$ cat src/cam_udp_defines.svh
// Camera UDP streaming constants
`ifndef CAM_UDP_DEFINES_SVH
`define CAM_UDP_DEFINES_SVH

// Frame geometry, reduced from the 1280-byte sensor line
`define CAM_LINE_BYTES   16
`define CAM_LINES        4

// Packet payload buffer
`define FIFO_DEPTH       64

// UDP header fields
`define UDP_SRC_PORT     16'd1234
`define UDP_DST_PORT     16'd1234
`define UDP_HDR_BYTES    8

// Frame header in front of line 0, MSB byte goes out first
`define FRAME_MAGIC      32'hF05A_A50F
`define FRAME_HDR_BYTES  4

// Host commands, ASCII '1' and '0'
`define CMD_START_BYTE   8'h31
`define CMD_STOP_BYTE    8'h30

`endif
$ cat src/cam_udp_pkg.sv
// Camera UDP shared types
`include "cam_udp_defines.svh"

package cam_udp_pkg;

    // Byte count of a UDP payload or a received packet
    typedef logic [15:0] pkt_len_t;

    // Single-byte host command
    typedef enum logic [7:0] {
        CMD_START = `CMD_START_BYTE, // Begin sending frames
        CMD_STOP  = `CMD_STOP_BYTE   // Stop after the current frame
    } ctrl_cmd_e;

endpackage

$ cat src/tx_stream_if.sv
// Packer to UDP streamer link
`timescale 1ns/1ps

interface tx_stream_if;

    logic                  start_en; // One-cycle packet request
    cam_udp_pkg::pkt_len_t byte_num; // Payload length, valid with start_en
    logic [7:0]            data;     // FIFO read data, one cycle after req
    logic                  req;      // Pull one payload byte
    logic                  done;     // Pulse after the last payload byte

    // Packer side owns the FIFO and the request
    modport pkt_side (
        output start_en,
        output byte_num,
        output data,
        input  req,
        input  done
    );

    // Streamer side pulls bytes and reports completion
    modport udp_side (
        input  start_en,
        input  byte_num,
        input  data,
        output req,
        output done
    );

endinterface

$ cat src/cam_udp_top.sv
// Camera to UDP streaming top
`timescale 1ns/1ps

module cam_udp_top (
    input  logic                  sys_clk,
    input  logic                  reset,
    // Camera
    input  logic                  cam_vsync,
    input  logic                  cam_href,
    input  logic [7:0]            cam_data,
    // UDP receive payload
    input  logic                  rec_en,
    input  logic [7:0]            rec_data,
    input  logic                  rec_pkt_done,
    input  cam_udp_pkg::pkt_len_t rec_byte_num,
    // UDP transmit byte stream
    output logic                  udp_valid,
    output logic [7:0]            udp_data,
    output logic                  udp_last,
    output logic                  transfer_flag  // Host has asked for frames
);

    tx_stream_if tx_if ();   // Packer to streamer

    // Host command decode
    start_transfer_ctrl u_start_transfer_ctrl (
        .clk           (sys_clk),
        .reset         (reset),
        .rec_en        (rec_en),
        .rec_data      (rec_data),
        .rec_pkt_done  (rec_pkt_done),
        .rec_byte_num  (rec_byte_num),
        .transfer_flag (transfer_flag)
    );

    // Line packing and FIFO
    img_data_pkt u_img_data_pkt (
        .clk           (sys_clk),
        .reset         (reset),
        .cam_vsync     (cam_vsync),
        .cam_href      (cam_href),
        .cam_data      (cam_data),
        .transfer_flag (transfer_flag),
        .tx            (tx_if.pkt_side)
    );

    // UDP framing
    udp_tx_stream u_udp_tx_stream (
        .clk       (sys_clk),
        .reset     (reset),
        .tx        (tx_if.udp_side),
        .udp_valid (udp_valid),
        .udp_data  (udp_data),
        .udp_last  (udp_last)
    );

endmodule

$ cat src/udp_tx_stream.sv
// UDP header and payload streamer
`timescale 1ns/1ps
`include "cam_udp_defines.svh"

module udp_tx_stream (
    input  logic          clk,
    input  logic          reset,
    tx_stream_if.udp_side tx,
    output logic          udp_valid,
    output logic [7:0]    udp_data,
    output logic          udp_last   // With the final payload byte
);

    localparam logic [15:0] SRC_PORT = `UDP_SRC_PORT;
    localparam logic [15:0] DST_PORT = `UDP_DST_PORT;
    localparam logic [2:0]  HDR_LAST = 3'(`UDP_HDR_BYTES - 1);

    typedef enum logic [1:0] {
        ST_IDLE,
        ST_HEADER,
        ST_PAYLOAD
    } state_e;

    state_e                state;
    cam_udp_pkg::pkt_len_t byte_cnt; // Header index, then payload index
    cam_udp_pkg::pkt_len_t pay_len;  // Latched at start_en
    cam_udp_pkg::pkt_len_t udp_len;  // Length field, header included
    logic [7:0]            hdr_byte;
    logic                  hdr_last;
    logic                  pay_last;

    assign udp_len  = pay_len + 16'(`UDP_HDR_BYTES);
    assign hdr_last = (state == ST_HEADER) && (byte_cnt[2:0] == HDR_LAST);
    assign pay_last = (state == ST_PAYLOAD) && (byte_cnt == pay_len - 16'd1);

    // Header field select, high byte first
    always_comb begin
        case (byte_cnt[2:0])
            3'd0:    hdr_byte = SRC_PORT[15:8];
            3'd1:    hdr_byte = SRC_PORT[7:0];
            3'd2:    hdr_byte = DST_PORT[15:8];
            3'd3:    hdr_byte = DST_PORT[7:0];
            3'd4:    hdr_byte = udp_len[15:8];
            3'd5:    hdr_byte = udp_len[7:0];
            default: hdr_byte = 8'h00;       // Checksum left at zero
        endcase
    end

    // Fetch one ahead so the registered FIFO byte meets its slot
    assign tx.req = hdr_last ||
                    ((state == ST_PAYLOAD) && (byte_cnt + 16'd1 < pay_len));

    assign udp_valid = (state != ST_IDLE);
    assign udp_data  = (state == ST_PAYLOAD) ? tx.data : hdr_byte;
    assign udp_last  = pay_last;

    // -------------------------------------------------------------------
    // Packet FSM
    // -------------------------------------------------------------------
    always_ff @(posedge clk) begin
        if (reset) begin
            state    <= ST_IDLE;
            byte_cnt <= '0;
            tx.done  <= 1'b0;
        end else begin
            tx.done <= 1'b0;
            case (state)
                ST_IDLE: begin
                    if (tx.start_en) begin
                        state    <= ST_HEADER;
                        byte_cnt <= '0;
                    end
                end
                ST_HEADER: begin
                    if (hdr_last) begin
                        state    <= ST_PAYLOAD;
                        byte_cnt <= '0;      // Restart for payload
                    end else begin
                        byte_cnt <= byte_cnt + 1'b1;
                    end
                end
                ST_PAYLOAD: begin
                    if (pay_last) begin
                        state   <= ST_IDLE;
                        tx.done <= 1'b1;     // Pulse after last byte
                    end else begin
                        byte_cnt <= byte_cnt + 1'b1;
                    end
                end
                default: state <= ST_IDLE;
            endcase
        end
    end

    always_ff @(posedge clk) begin
        if (state == ST_IDLE && tx.start_en)
            pay_len <= tx.byte_num;
    end

    // Packer must wait for done before the next request
    a_start_when_idle: assert property (
        @(posedge clk) disable iff (reset) tx.start_en |-> (state == ST_IDLE)
    );

endmodule

$ cat src/img_data_pkt.sv
// Camera line packer with frame gating
`timescale 1ns/1ps
`include "cam_udp_defines.svh"

module img_data_pkt (
    input  logic          clk,
    input  logic          reset,
    input  logic          cam_vsync,
    input  logic          cam_href,      // Line valid, one byte per cycle
    input  logic [7:0]    cam_data,
    input  logic          transfer_flag, // Sampled at frame start only
    tx_stream_if.pkt_side tx
);

    localparam int CNT_W = $clog2(`FIFO_DEPTH + 1);
    localparam cam_udp_pkg::pkt_len_t LINE_LEN  = `CAM_LINE_BYTES;
    localparam cam_udp_pkg::pkt_len_t FIRST_LEN = `CAM_LINE_BYTES + `FRAME_HDR_BYTES;

    logic                  vsync_d;
    logic                  href_d;
    logic                  vsync_rise;   // Frame start
    logic                  href_fall;    // Line end
    logic                  frame_active; // Current frame is being sent
    logic [2:0]            hdr_cnt;      // Magic bytes still to write
    logic [31:0]           hdr_shift;
    logic [15:0]           line_cnt;     // Lines done in this frame
    logic [15:0]           href_cnt;     // href cycles in current line
    logic                  first_line;
    cam_udp_pkg::pkt_len_t line_len;
    logic                  tx_busy;      // Streamer owns a packet
    logic                  start_go;
    logic                  fifo_wr;
    logic [7:0]            fifo_wr_data;
    logic [CNT_W-1:0]      fifo_count;
    logic                  fifo_empty;

    // -------------------------------------------------------------------
    // Edge detect and write path
    // -------------------------------------------------------------------
    assign vsync_rise = cam_vsync & ~vsync_d;
    assign href_fall  = ~cam_href & href_d;
    assign first_line = (line_cnt == '0);
    assign line_len   = first_line ? FIRST_LEN : LINE_LEN; // Line 0 carries magic too

    // Header bytes first, then camera bytes of gated frames
    assign fifo_wr      = (hdr_cnt != 3'd0) | (cam_href & frame_active);
    assign fifo_wr_data = (hdr_cnt != 3'd0) ? hdr_shift[31:24] : cam_data;

    // Whole line buffered and streamer free
    assign start_go = href_fall & frame_active & ~tx_busy &
                      (cam_udp_pkg::pkt_len_t'(fifo_count) >= line_len);

    always_ff @(posedge clk) begin
        if (reset) begin
            vsync_d      <= 1'b0;
            href_d       <= 1'b0;
            frame_active <= 1'b0;
            hdr_cnt      <= 3'd0;
            line_cnt     <= '0;
            href_cnt     <= '0;
            tx_busy      <= 1'b0;
            tx.start_en  <= 1'b0;
        end else begin
            vsync_d     <= cam_vsync;
            href_d      <= cam_href;
            href_cnt    <= cam_href ? href_cnt + 1'b1 : '0;
            tx.start_en <= start_go;                 // One cycle after line end

            if (vsync_rise) begin
                frame_active <= transfer_flag;       // Gate the whole frame
                line_cnt     <= '0;
            end else if (href_fall && frame_active) begin
                line_cnt <= line_cnt + 1'b1;
            end

            if (vsync_rise && transfer_flag)
                hdr_cnt <= 3'(`FRAME_HDR_BYTES);
            else if (hdr_cnt != 3'd0)
                hdr_cnt <= hdr_cnt - 1'b1;

            if (start_go)
                tx_busy <= 1'b1;
            else if (tx.done)
                tx_busy <= 1'b0;
        end
    end

    // Magic shifter and packet length
    always_ff @(posedge clk) begin
        if (vsync_rise)
            hdr_shift <= `FRAME_MAGIC;
        else if (hdr_cnt != 3'd0)
            hdr_shift <= {hdr_shift[23:0], 8'h00};   // Next byte to top
        if (start_go)
            tx.byte_num <= line_len;
    end

    pkt_fifo #(
        .DEPTH (`FIFO_DEPTH)
    ) u_pkt_fifo (
        .clk     (clk),
        .reset   (reset),
        .wr_en   (fifo_wr),
        .wr_data (fifo_wr_data),
        .rd_en   (tx.req),
        .rd_data (tx.data),
        .empty   (fifo_empty),
        .count   (fifo_count)
    );

    // -------------------------------------------------------------------
    // Checks on camera timing
    // -------------------------------------------------------------------
    a_line_bytes: assert property (
        @(posedge clk) disable iff (reset)
        (href_fall && frame_active) |-> (href_cnt == 16'(`CAM_LINE_BYTES))
    );
    a_frame_lines: assert property (
        @(posedge clk) disable iff (reset)
        (vsync_rise && frame_active) |-> (line_cnt == 16'(`CAM_LINES))
    );
    // Previous frame fully drained before new magic goes in
    a_frame_drained: assert property (
        @(posedge clk) disable iff (reset)
        (vsync_rise && transfer_flag) |-> fifo_empty
    );

endmodule

$ cat src/pkt_fifo.sv
// Byte FIFO for packet payloads
`timescale 1ns/1ps

module pkt_fifo #(
    parameter int DEPTH = 64
) (
    input  logic                         clk,
    input  logic                         reset,
    input  logic                         wr_en,
    input  logic [7:0]                   wr_data,
    input  logic                         rd_en,
    output logic [7:0]                   rd_data, // Registered, valid one cycle after rd_en
    output logic                         empty,
    output logic [$clog2(DEPTH+1)-1:0]   count    // Bytes held
);

    localparam int AW = $clog2(DEPTH);
    localparam int CW = $clog2(DEPTH + 1);

    logic [7:0]    mem [DEPTH];
    logic [AW-1:0] wr_ptr;
    logic [AW-1:0] rd_ptr;
    logic          full;
    logic          do_wr;
    logic          do_rd;

    assign full  = (count == CW'(DEPTH));
    assign empty = (count == '0);
    assign do_wr = wr_en && !full;
    assign do_rd = rd_en && !empty;

    // Storage and registered read port
    always_ff @(posedge clk) begin
        if (do_wr)
            mem[wr_ptr] <= wr_data;
        if (do_rd)
            rd_data <= mem[rd_ptr];
    end

    // -------------------------------------------------------------------
    // Pointers and occupancy
    // -------------------------------------------------------------------
    always_ff @(posedge clk) begin
        if (reset) begin
            wr_ptr <= '0;
            rd_ptr <= '0;
            count  <= '0;
        end else begin
            if (do_wr)
                wr_ptr <= (wr_ptr == AW'(DEPTH - 1)) ? '0 : wr_ptr + 1'b1; // Wrap
            if (do_rd)
                rd_ptr <= (rd_ptr == AW'(DEPTH - 1)) ? '0 : rd_ptr + 1'b1;
            case ({do_wr, do_rd})
                2'b10:   count <= count + 1'b1;
                2'b01:   count <= count - 1'b1;
                default: count <= count;       // Idle or write plus read
            endcase
        end
    end

    a_no_overflow: assert property (
        @(posedge clk) disable iff (reset) !(wr_en && full)
    );
    a_no_underflow: assert property (
        @(posedge clk) disable iff (reset) !(rd_en && empty)
    );

endmodule

$ cat src/start_transfer_ctrl.sv
// Host start and stop command decoder
`timescale 1ns/1ps

module start_transfer_ctrl (
    input  logic                  clk,
    input  logic                  reset,
    input  logic                  rec_en,        // Received payload byte strobe
    input  logic [7:0]            rec_data,
    input  logic                  rec_pkt_done,  // End of received packet
    input  cam_udp_pkg::pkt_len_t rec_byte_num,  // Payload length of that packet
    output logic                  transfer_flag  // High while frames are wanted
);

    logic                   first_byte; // Next rec_en carries payload byte 0
    cam_udp_pkg::ctrl_cmd_e cmd_byte;   // Payload byte 0 of the current packet

    // -------------------------------------------------------------------
    // Packet tracking and flag update
    // -------------------------------------------------------------------
    always_ff @(posedge clk) begin
        if (reset) begin
            first_byte    <= 1'b1;
            transfer_flag <= 1'b0;
        end else begin
            if (rec_en && first_byte)
                first_byte <= 1'b0;
            if (rec_pkt_done) begin
                first_byte <= 1'b1;                 // Rearm for next packet
                if (rec_byte_num == 16'd1) begin    // Only one-byte commands count
                    case (cmd_byte)
                        cam_udp_pkg::CMD_START: transfer_flag <= 1'b1;
                        cam_udp_pkg::CMD_STOP:  transfer_flag <= 1'b0;
                        default:                transfer_flag <= transfer_flag;
                    endcase
                end
            end
        end
    end

    // Command byte capture
    always_ff @(posedge clk) begin
        if (rec_en && first_byte)
            cmd_byte <= cam_udp_pkg::ctrl_cmd_e'(rec_data);
    end

    // MAC never flags a byte and packet end together
    a_no_done_with_byte: assert property (
        @(posedge clk) disable iff (reset) !(rec_en && rec_pkt_done)
    );

endmodule

$ cat config.mk
export PLATFORM = sky130hd
export DESIGN_NAME = cam_udp_top
export DESIGN_NICKNAME = d
export VERILOG_FILES = /design/src/cam_udp_pkg.sv /design/src/tx_stream_if.sv /design/src/cam_udp_top.sv /design/src/udp_tx_stream.sv /design/src/img_data_pkt.sv /design/src/pkt_fifo.sv /design/src/start_transfer_ctrl.sv
export VERILOG_INCLUDE_DIRS = /design/src
export SDC_FILE = /design/constraint.sdc
export NUM_CORES = 1
export LEC_CHECK = 0
export BUFFER_PORTS_ARGS = -buffer_cell sky130_fd_sc_hd__buf_2
export CAP_MARGIN = 10
export CORE_ASPECT_RATIO = 0.5
export CORE_MARGIN = 2
export CORE_UTILIZATION = 54
export CTS_CLUSTER_DIAMETER = 50
export CTS_CLUSTER_SIZE = 20
export DETAILED_ROUTE_END_ITERATION = 7
export GPL_ROUTABILITY_DRIVEN = 0
export PLACE_DENSITY = 0.76
export SLEW_MARGIN = 20
export SYNTH_ARGS = -nofsm -noshare
export SYNTH_HDL_FRONTEND = slang
export SYNTH_HIERARCHICAL = 1
export SYNTH_SLANG_ARGS = --single-unit
$ cat constraint.sdc
create_clock -name sys_clk -period 5.8 [get_ports sys_clk]
set_clock_uncertainty 0.15 [all_clocks]
set_input_delay 0.58 -clock sys_clk [delete_from_list [all_inputs] [get_ports sys_clk]]
set_output_delay 0.58 -clock sys_clk [all_outputs]
set_load 0.01 [all_outputs]
**Word-level counts from Yosys, hierarchy flattened**

Memories as Yosys holds them, arrays and structs flattened. A register that Yosys moved wholly into a read port is not among the register bits.
Index checks and enable logic that the tools add are counted.

- Register bits after elaboration: 130
- Bits in latches: 0
- RAM bits: 512
- Bits in read-only memories: 0
- Input bits: 38
- Word-level logic and storage cells: 119
- Memories kept: 1

Memories:

| memory | depth | bits a word | read ports | clocked after memory_dff | wr ports | RTL line | source |
|---|---|---|---|---|---|---|---|
| u_img_data_pkt.u_pkt_fifo.mem | 64 | 8 | 1 | 1 | 1 | pkt_fifo.sv:20 | `logic [7:0] mem [DEPTH];` |

- Add/subtract/negate cells: 9
- $mul: 0
- Divide/modulo/power cells: 0
- $lt $le $gt $ge: 2
- Equality and inequality tests: 21
- Shifts and indexed selects: 0
- Muxes and demuxes: 23
- Bitwise operators: 11
- Reductions and logical operators: 32

Operators with widths:

| kind | number |
|---|---|
| 2-to-1 mux 16 bit | 3 |
| one-hot mux 16 bit (3 select lines) | 1 |
| adder 16 x 1 -> 16 bit (second input constant) | 2 |
| one-hot mux 8 bit (4 select lines) | 1 |
| adder 16 x 4 -> 16 bit (second input constant) | 1 |
| == test 16 x 1 -> 1 bit (second input constant) | 1 |
| == test 16 bit | 1 |
| == test 8 x 6 -> 1 bit (second input constant) | 2 |
| greater-or-equal comparator 7 x 16 -> 1 bit | 1 |
| zero test 16 bit | 1 |
| < comparator 16 bit | 1 |
| 2-to-1 mux 8 bit | 2 |
| subtractor 16 x 1 -> 16 bit (second input constant) | 1 |
| one-hot mux 7 bit (2 select lines) | 1 |
| adder 6 x 1 -> 6 bit (second input constant) | 2 |
| == test 6 bit (second input constant) | 2 |
| 2-to-1 mux 6 bit | 2 |
| OR reduction 2 bit | 6 |
| nonzero test 2 bit | 5 |
| == test 3 bit (second input constant) | 3 |
| logical AND 1 bit | 9 |
| 2-to-1 mux 3 bit | 3 |
| AND reduction 3 bit | 3 |
| adder 7 x 1 -> 7 bit (second input constant) | 1 |
| 22 further kinds | 43 |

**Depth between registers and ports, before layout**

Gate-level depths: netlist of run 1.

- Depth after elaboration: 7
- Mapped depth: 21
- Mapped depth without buffers: 21

**Cells and area by module**

The synthesis of run 1 kept the hierarchy.

Modules (own cells, without submodules):

| module | times used | cells each | area each (µm²) |
|---|---|---|---|
| pkt_fifo | 1 | 1056 | 21261.6 |
| udp_tx_stream | 1 | 371 | 3183.1 |
| img_data_pkt | 1 | 200 | 1627.8 |
| start_transfer_ctrl | 1 | 27 | 391.6 |

**Worst setup path after synthesis of run 1**

Ideal clock, no wire load.

- Path kind: flip-flop to flip-flop
- Start: register u_udp_tx_stream.byte_cnt[7]
- End: register u_img_data_pkt.u_pkt_fifo.count[6]
- Data arrival time: 4.584 ns
- Setup slack: 0.945 ns
- Stages on the path, launching flop included: 22
- Cells stage by stage: dfxtp_1 -> clkbuf_1 -> nand4_1 -> nor4_1 -> and3_1 -> xor2_1 -> ha_1 -> a21o_1 -> a21o_1 -> a211oi_1 -> nand2_1 -> o21ai_0 -> o21ai_0 -> clkinv_1 -> ha_1 -> inv_1 -> fa_1 -> nor2b_1 -> o21a_1 -> o2111ai_1 -> o211ai_1 -> mux2_2

- Cells in the longest elaborated chain, start to end: 7

RTL lines:

| element | RTL line | source |
|---|---|---|
| start, declared | udp_tx_stream.sv:25 | `cam_udp_pkg::pkt_len_t byte_cnt;` |
| start signal, assigned | udp_tx_stream.sv:79 | `byte_cnt <= byte_cnt + 1'b1;` |
| start signal, assigned | udp_tx_stream.sv:87 | `byte_cnt <= byte_cnt + 1'b1;` |
| adder 16 x 1 -> 16 bit (*) | udp_tx_stream.sv:51 | `((state == ST_PAYLOAD) && (byte_cnt + 16'd1 < pay_len));` |
| < comparator 16 bit (*) | udp_tx_stream.sv:51 |  |
| logical AND 1 bit (*) | udp_tx_stream.sv:51 |  |
| logical OR 1 bit (*) | udp_tx_stream.sv:50 | `assign tx.req = hdr_last \|\|` |
| via tx_if.req | tx_stream_if.sv:9 | `logic req;` |
| logical AND 1 bit (*) | pkt_fifo.sv:30 | `assign do_rd = rd_en && !empty;` |
| via u_img_data_pkt.u_pkt_fifo.do_rd | pkt_fifo.sv:25 | `logic do_rd;` |
| == test 2 x 1 -> 1 bit or == test 2 bit (tied branches) | pkt_fifo.sv:53 | `case ({do_wr, do_rd})` |
| one-hot mux 7 bit (2 select lines) or nonzero test 2 bit (tied branches) | n/a |  |
| end signal, assigned | pkt_fifo.sv:54 | `2'b10: count <= count + 1'b1;` |
| end signal, assigned | pkt_fifo.sv:55 | `2'b01: count <= count - 1'b1;` |
| end signal, assigned | pkt_fifo.sv:56 | `default: count <= count;` |
| end, declared | pkt_fifo.sv:14 | `output logic [$clog2(DEPTH+1)-1:0] count` |

The timed path passes the listed nets; every way through them passes the cells marked *.
A chain may end at the register's enable or synchronous reset.

**Final worst setup path of run 1**

- Start: register u_udp_tx_stream.byte_cnt[2]
- End: register u_img_data_pkt.u_pkt_fifo.count[6]

- Cells in the longest elaborated chain, start to end: 7

RTL lines:

| element | RTL line |
|---|---|
| adder 16 x 1 -> 16 bit | udp_tx_stream.sv:51 |
| < comparator 16 bit | udp_tx_stream.sv:51 |
| logical AND 1 bit | udp_tx_stream.sv:51 |
| logical OR 1 bit (*) | udp_tx_stream.sv:50 |
| via tx_if.req | tx_stream_if.sv:9 |
| logical AND 1 bit (*) | pkt_fifo.sv:30 |
| via u_img_data_pkt.u_pkt_fifo.do_rd | pkt_fifo.sv:25 |
| == test 2 x 1 -> 1 bit or == test 2 bit (tied branches) | pkt_fifo.sv:53 |
| one-hot mux 7 bit (2 select lines) or nonzero test 2 bit (tied branches) | n/a |

Marked as above.

==> results of run 1 <==
## repair_timing
item	CTS	global route
endpoints found under the setup margin	0	1
resized for setup	0	1
hold buffers	0	0
## layer usage
layer / share of wire / vias up
li1: - / 6484
met1: 0.43 / 7396
met2: 0.46 / 642
met3: 0.090 / 63
met4: 0.013 / 0
met5: 0 / -
## registers in the layout (all words and copies together) (netlist names)
register and count:
u_img_data_pkt/hdr_shift 7, u_img_data_pkt/u_pkt_fifo/wr_ptr 6, u_img_data_pkt/href_d 1, u_udp_tx_stream/byte_cnt 16
u_start_transfer_ctrl/cmd_byte 8, u_img_data_pkt/u_pkt_fifo/rd_ptr 6, u_img_data_pkt/hdr_cnt 3, u_img_data_pkt/vsync_d 1
u_img_data_pkt/line_cnt 16, u_img_data_pkt/u_pkt_fifo/rd_data 8, u_img_data_pkt/u_pkt_fifo/mem 512, u_img_data_pkt/tx.start_en 1
u_start_transfer_ctrl/transfer_flag 1, u_img_data_pkt/u_pkt_fifo/count 7, u_img_data_pkt/tx.byte_num 1, u_udp_tx_stream/state 2
u_udp_tx_stream/tx.done 1, u_img_data_pkt/frame_active 1, u_udp_tx_stream/pay_len 16, u_start_transfer_ctrl/first_byte 1
u_img_data_pkt/tx_busy 1
## final timing paths
check / cells after the start / slack [ns] / start / end
setup / recovery: 21 / 0.50 / u_udp_tx_stream/byte_cnt[2] / u_img_data_pkt/u_pkt_fifo/count[6]
hold / removal: 1 / 0.06 / rec_data[1] / u_start_transfer_ctrl/cmd_byte[1]
setup reg to reg: 21 / 0.50 / u_udp_tx_stream/byte_cnt[2] / u_img_data_pkt/u_pkt_fifo/count[6]
hold reg to reg: 0 / 0.27 / u_img_data_pkt/tx.byte_num[2] / u_udp_tx_stream/pay_len[2]
## critical path: cells and delay by family (launching register included)
family | cells | cell delay [ns]
multiplexers | 1 | 0.35
adder cells (fa/ha/maj) | 3 | 0.99
flip-flops | 1 | 0.62
AND/OR/NAND/NOR | 5 | 1.05
AO/OA/AOI/OAI | 8 | 1.41
XOR/XNOR | 1 | 0.16
buffers and inverters | 3 | 0.42
## cell type report
class	instances	area share
Sequential cell	616	0.627
Timing Repair Buffer	69	0.0145
Multi-Input combinational cell	899	0.281
Tap cell	649	0.0286
Inverter	50	0.00661
Clock inverter	13	0.00432
Clock buffer	55	0.0380
## power by group through the flow
stage | combinational (mW) | sequential, mW | clock (mW)
2_1_floorplan | 0.793 | 5.92 | 0
3_3_place_gp | 1.38 | 5.91 | 0
3_5_place_dp | 1.45 | 5.91 | 0
4_1_cts | 1.45 | 5.81 | 2.83
5_1_grt | 1.59 | 5.82 | 2.98
6_report | 1.46 | 5.80 | 2.77
==> run summary, run 1 <==
M3 GR Usage: 0.0436
routing usage on met2: 0.338
setup violators final: 0
Core ar.: 0.0484 mm2
Slew @ Worst Pin: 1.06 ns
fin crit share: 0.913
Total Routed Length: 54,900 um
Die Ht: 161 um
HP Class: primary input to register
num ports: 49
pwr/cell area: 354 mW/mm2
switching share of power: 0.268
diode count: 0
worst skew pair latency: 0.57 ns
Finished Layout Cells: 2,351
Tot Pwr: 10.0 mW
Slowest cell on crit path: dfxtp_1
crit start category: register
DP Area: 0.0272 mm2
status: completed
final net count: 1,758
total of max-cap violations: 0
Setup TNS: 0 ns
first-pass GRT wire length: 84,600 um
Worst Path Max Fanout: 16
Post-Place Cells: 2,283
drt pass-1 iters: 5
Min Hold Slack: 0.0566 ns
final core utilization: 0.586
post-synthesis cell count: 1,653
FILL cells: 3,532
drt drc: 0
worst setup margin: 0.502 ns
Worst VDD drop: 0.626 mV
commonest non-fill, non-tap cell in the layout: edfxtp_1
Final Cell Area: 0.0284 mm2
Combinational Power Share: 0.145
CP endpoint kind: register
RSZ-0062 raised after global routing: false
GRT Total Usage: 0.218
Initial Utilization: 0.546
num rows: 57
DR iter-0 viols: 1,712
sequential cell area: 0.0178 mm2
synth warn: 6
initial antenna violation count: 2
Hold Violations, Final: 0
CP required: 6.08 ns
slew margin rel.: 0.292
clk root buf: clkbuf_16
clk buf depth: 3
number of setup buffers added after CTS: 0
die width: 317 um
Arr. time, crit path: 5.58 ns
P_sw: 2.69 mW
via count: 14.6k
Clock Pin Slew Worst Setup and Hold Paths: 0.08 ns
port bufs: 48
Mapped Area: 0.0265 mm2
grt met1 use: 0.329
CTS tree: yes
critical-path cell list: nand3_1, nor4_1, buf_4, and3_1, xor2_1, ha_1, a21o_1, a21o_1, a211oi_1, nand2_1, o21ai_0, o21ai_0, clkinv_1, ha_1, inv_1, fa_1, nor2b_1, o21a_1, o2111ai_1, o211ai_1, mux2_2
Die Footprint: 0.0509 mm2
Slew Limit Fails: 0
GRT busiest layer: met2
GRT Residual Overflow: 0
minimum clock period: 5.30 ns
leak pwr: 9.24 nW
P_int: 7.35 mW
post-route ant nets: 0
CTS Buf Count: 40
Clock power frac: 0.276
vias in the first global route: 14.0k
syn avg cell area: 16.0 um2
via/cell ratio: 6.20
CP peak stage delay: 0.62 ns
Sequential Power Share: 0.578
Area Growth Syn to Fin: 7.25%
drt wl/cell: 23.4 um
hpwl dp: 34,800 um
share of layout cells above drive strength 1: 0.166
Sink Count: 616
Fmax: 189 MHz
H-tree depth: 2
DP Worst Slack: 0.511 ns
critical path class: register to register
footprint of the multi-input gates: 0.00797 mm2
most frequent cells in the layout: edfxtp_1, nor2_1, mux4_2, nand2_1, dfxtp_1
pin count of the biggest net entering global routing: 65
Note: power is estimated with default switching activity, not from simulation.
==> run 2, diff against run 1 <==
--- a/config.mk
+++ b/config.mk
@@ -9,7 +9,6 @@
 export BUFFER_PORTS_ARGS = -buffer_cell sky130_fd_sc_hd__buf_2
 export CAP_MARGIN = 10
 export CORE_ASPECT_RATIO = 0.5
-export CORE_MARGIN = 2
 export CORE_UTILIZATION = 54
 export CTS_CLUSTER_DIAMETER = 50
 export CTS_CLUSTER_SIZE = 20
==> run 2 against run 1 <==
The run now ends with DRC left. Clock-buffer cell count increased by 4. Combinational power is essentially flat. Via count fell by 0.77%. Clock power rose by 8.7%. Worst setup slack worse by 0.077 ns. Register-to-register slack got worse by 0.08 ns. Power grew 2.2%. Global-route usage rose by 0.47 points. Critical path type unchanged. Largest cell class unchanged.
==> run summary, run 2 (synthesis gave the netlist of run 1 again) <==
status: complete, but fails checks
failing checks: DRC
Worst Path Max Fanout: 16
via/cell ratio: 6.18
initial antenna violation count: 0
R2R cell count: 21
critical hold path startpoint: rec_data[1]
GRT Total Usage: 0.223
Worst VDD drop: 0.449 mV
Area Growth Syn to Fin: 7.86%
Clock power frac: 0.294
Initial Utilization: 0.556
total of max-cap violations: 0
number of setup buffers added after CTS: 0
post-cts resize count: 0
num rows: 56
Setup TNS: 0 ns
Sequential Power Share: 0.566
FILL cells: 3,401
Slew Limit Fails: 0
Sink Count: 616
Total Routed Length: 54,400 um
crit start category: register
pin count of the biggest net entering global routing: 65
P_int: 7.55 mW
clk buf depth: 3
commonest non-fill, non-tap cell in the layout: edfxtp_1
port bufs: 48
HP Class: primary input to register
post-route ant nets: 0
CP endpoint kind: register
hpwl dp: 34,900 um
Hold Violations, Final: 0
share of layout cells above drive strength 1: 0.167
first-pass GRT wire length: 83,500 um
switching share of power: 0.264
CTS Buf Count: 41
via count: 14.5k
drt drc: 2
CTS tree: yes
RSZ-0062 raised after global routing: false
max reg flops: 512
num ports: 49
minimum clock period: 5.38 ns
Metal-1 WL: 23,700 um
Die Footprint: 0.0499 mm2
leak pwr: 9.31 nW
setup violators final: 0
Fmax: 186 MHz
Top Metal Used: met4
die width: 315 um
DR iter-0 viols: 1,454
slew margin rel.: 0.298
Slew @ Worst Pin: 1.05 ns
drt wl/cell: 23.2 um
Combinational Power Share: 0.140
metal3 WL: 5120 um
diode count: 0
r2r endpoint: u_img_data_pkt/u_pkt_fifo/count[6]
P_sw: 2.70 mW
final net count: 1,758
Die Ht: 159 um
hold buffer count at cts: 0
drt pass-1 iters: 7
WL met2: 24,800 um
Clock Pin Slew Worst Setup and Hold Paths: 0.08 ns
CP required: 6.10 ns
Worst Hold Depth: 1
pwr/cell area: 359 mW/mm2
Worst Hold End: u_start_transfer_ctrl/cmd_byte[1]
fin crit share: 0.927
most frequent cells in the layout: edfxtp_1, nor2_1, mux4_2, nand2_1, dfxtp_1
Biggest register: u_img_data_pkt/u_pkt_fifo/mem
Core ar.: 0.0476 mm2
GRT Residual Overflow: 0
critical path class: register to register
vias in the first global route: 14.0k
worst skew pair latency: 0.56 ns
Tot Pwr: 10.3 mW
clk root buf: clkbuf_16
reg-to-reg slack, setup: 0.42 ns
R2R Path Start: u_udp_tx_stream/byte_cnt[2]
Arr. time, crit path: 5.68 ns
H-tree depth: 2
-- run 2: cell count changes in the layout (fill, tap and decap cells not counted), moves of 2 or more --
cell       previous run  this run
bufinv_16             0         2
inv_8                 2         0
buf_12                1         3
nand2_2               5         3
nand2_4               3         5
clkbuf_16            41        45
inv_12                0         2
buf_4                20        17
inv_6                 5         2
-- run 2: worst max-delay path by stage --
stage	from	end	slack [ns]	depth (start not counted)
4_1_cts	u_udp_tx_stream/byte_cnt[1]	u_img_data_pkt/u_pkt_fifo/count[6]	0.38	21
3_5_place_dp	u_udp_tx_stream/byte_cnt[1]	u_img_data_pkt/u_pkt_fifo/count[6]	0.42	21
6_report	u_udp_tx_stream/byte_cnt[2]	u_img_data_pkt/u_pkt_fifo/count[6]	0.42	21
2_1_floorplan	u_udp_tx_stream/byte_cnt[7]	u_img_data_pkt/u_pkt_fifo/count[6]	0.95	21
5_1_grt	u_udp_tx_stream/byte_cnt[2]	u_img_data_pkt/u_pkt_fifo/count[6]	0.07	21
3_3_place_gp	u_udp_tx_stream/byte_cnt[1]	u_img_data_pkt/u_pkt_fifo/count[6]	0.62	21
-- run 2: worst max-delay path, cell delays in order (launching register included) --
cell and delay, ns:
dfxtp_1 0.63, nand3_1 0.27, nor4_1 0.34, buf_4 0.18, and3_1 0.22, xor2_1 0.18
ha_1 0.28, a21o_1 0.16, a21o_1 0.17, a211oi_1 0.31, nand2_1 0.08, o21ai_0 0.20
o21ai_0 0.20, clkinv_1 0.10, ha_1 0.33, inv_1 0.14, fa_1 0.42, nor2b_1 0.14
o21a_1 0.17, o2111ai_1 0.13, o211ai_1 0.13, mux2_2 0.35
-- run 2: through the flow --
step / util / instance area, um2 / setup slack [ns] / instances / hold WS, ns
finish: 0.600 / 28500 / 0.425 / 2341 / 0.0401
global route: 0.600 / 28500 / 0.0743 / 2341 / 0.0136
CTS: 0.600 / 28500 / 0.380 / 2341 / 0.0205
detailed placement: 0.571 / 27200 / 0.418 / 2271 / 0.267
global placement: 0.571 / 27200 / 0.616 / 2271 / 0.256
floorplan: - / 26500 / 0.945 / 1666 / 0.250
-- run 2: power by group through the flow --
stage / Combinational, mW / Sequential, mW / Clock (mW)
after global placement: 1.37 / 5.92 / 0
final: 1.44 / 5.80 / 3.01
after global routing: 1.58 / 5.82 / 3.22
after CTS: 1.45 / 5.82 / 3.06
after detailed placement: 1.45 / 5.92 / 0
after floorplan: 0.793 / 5.92 / 0
-- run 2: routing by layer --
layer	track usage	vias to the layer above
li1	-	6495
met1	0.327	7260
met2	0.347	653
met3	0.0495	64
met4	0.0418	0
met5	0	-
-- run 2: cell type report --
class	instances	area, um2	area share
Sequential cell	616	17800	0.624
Multi-Input combinational cell	899	7980	0.279
Clock buffer	59	1180	0.0413
Tap cell	638	798	0.0280
Timing Repair Buffer	68	428	0.0150
Inverter	50	188	0.00658
Clock inverter	11	176	0.00618
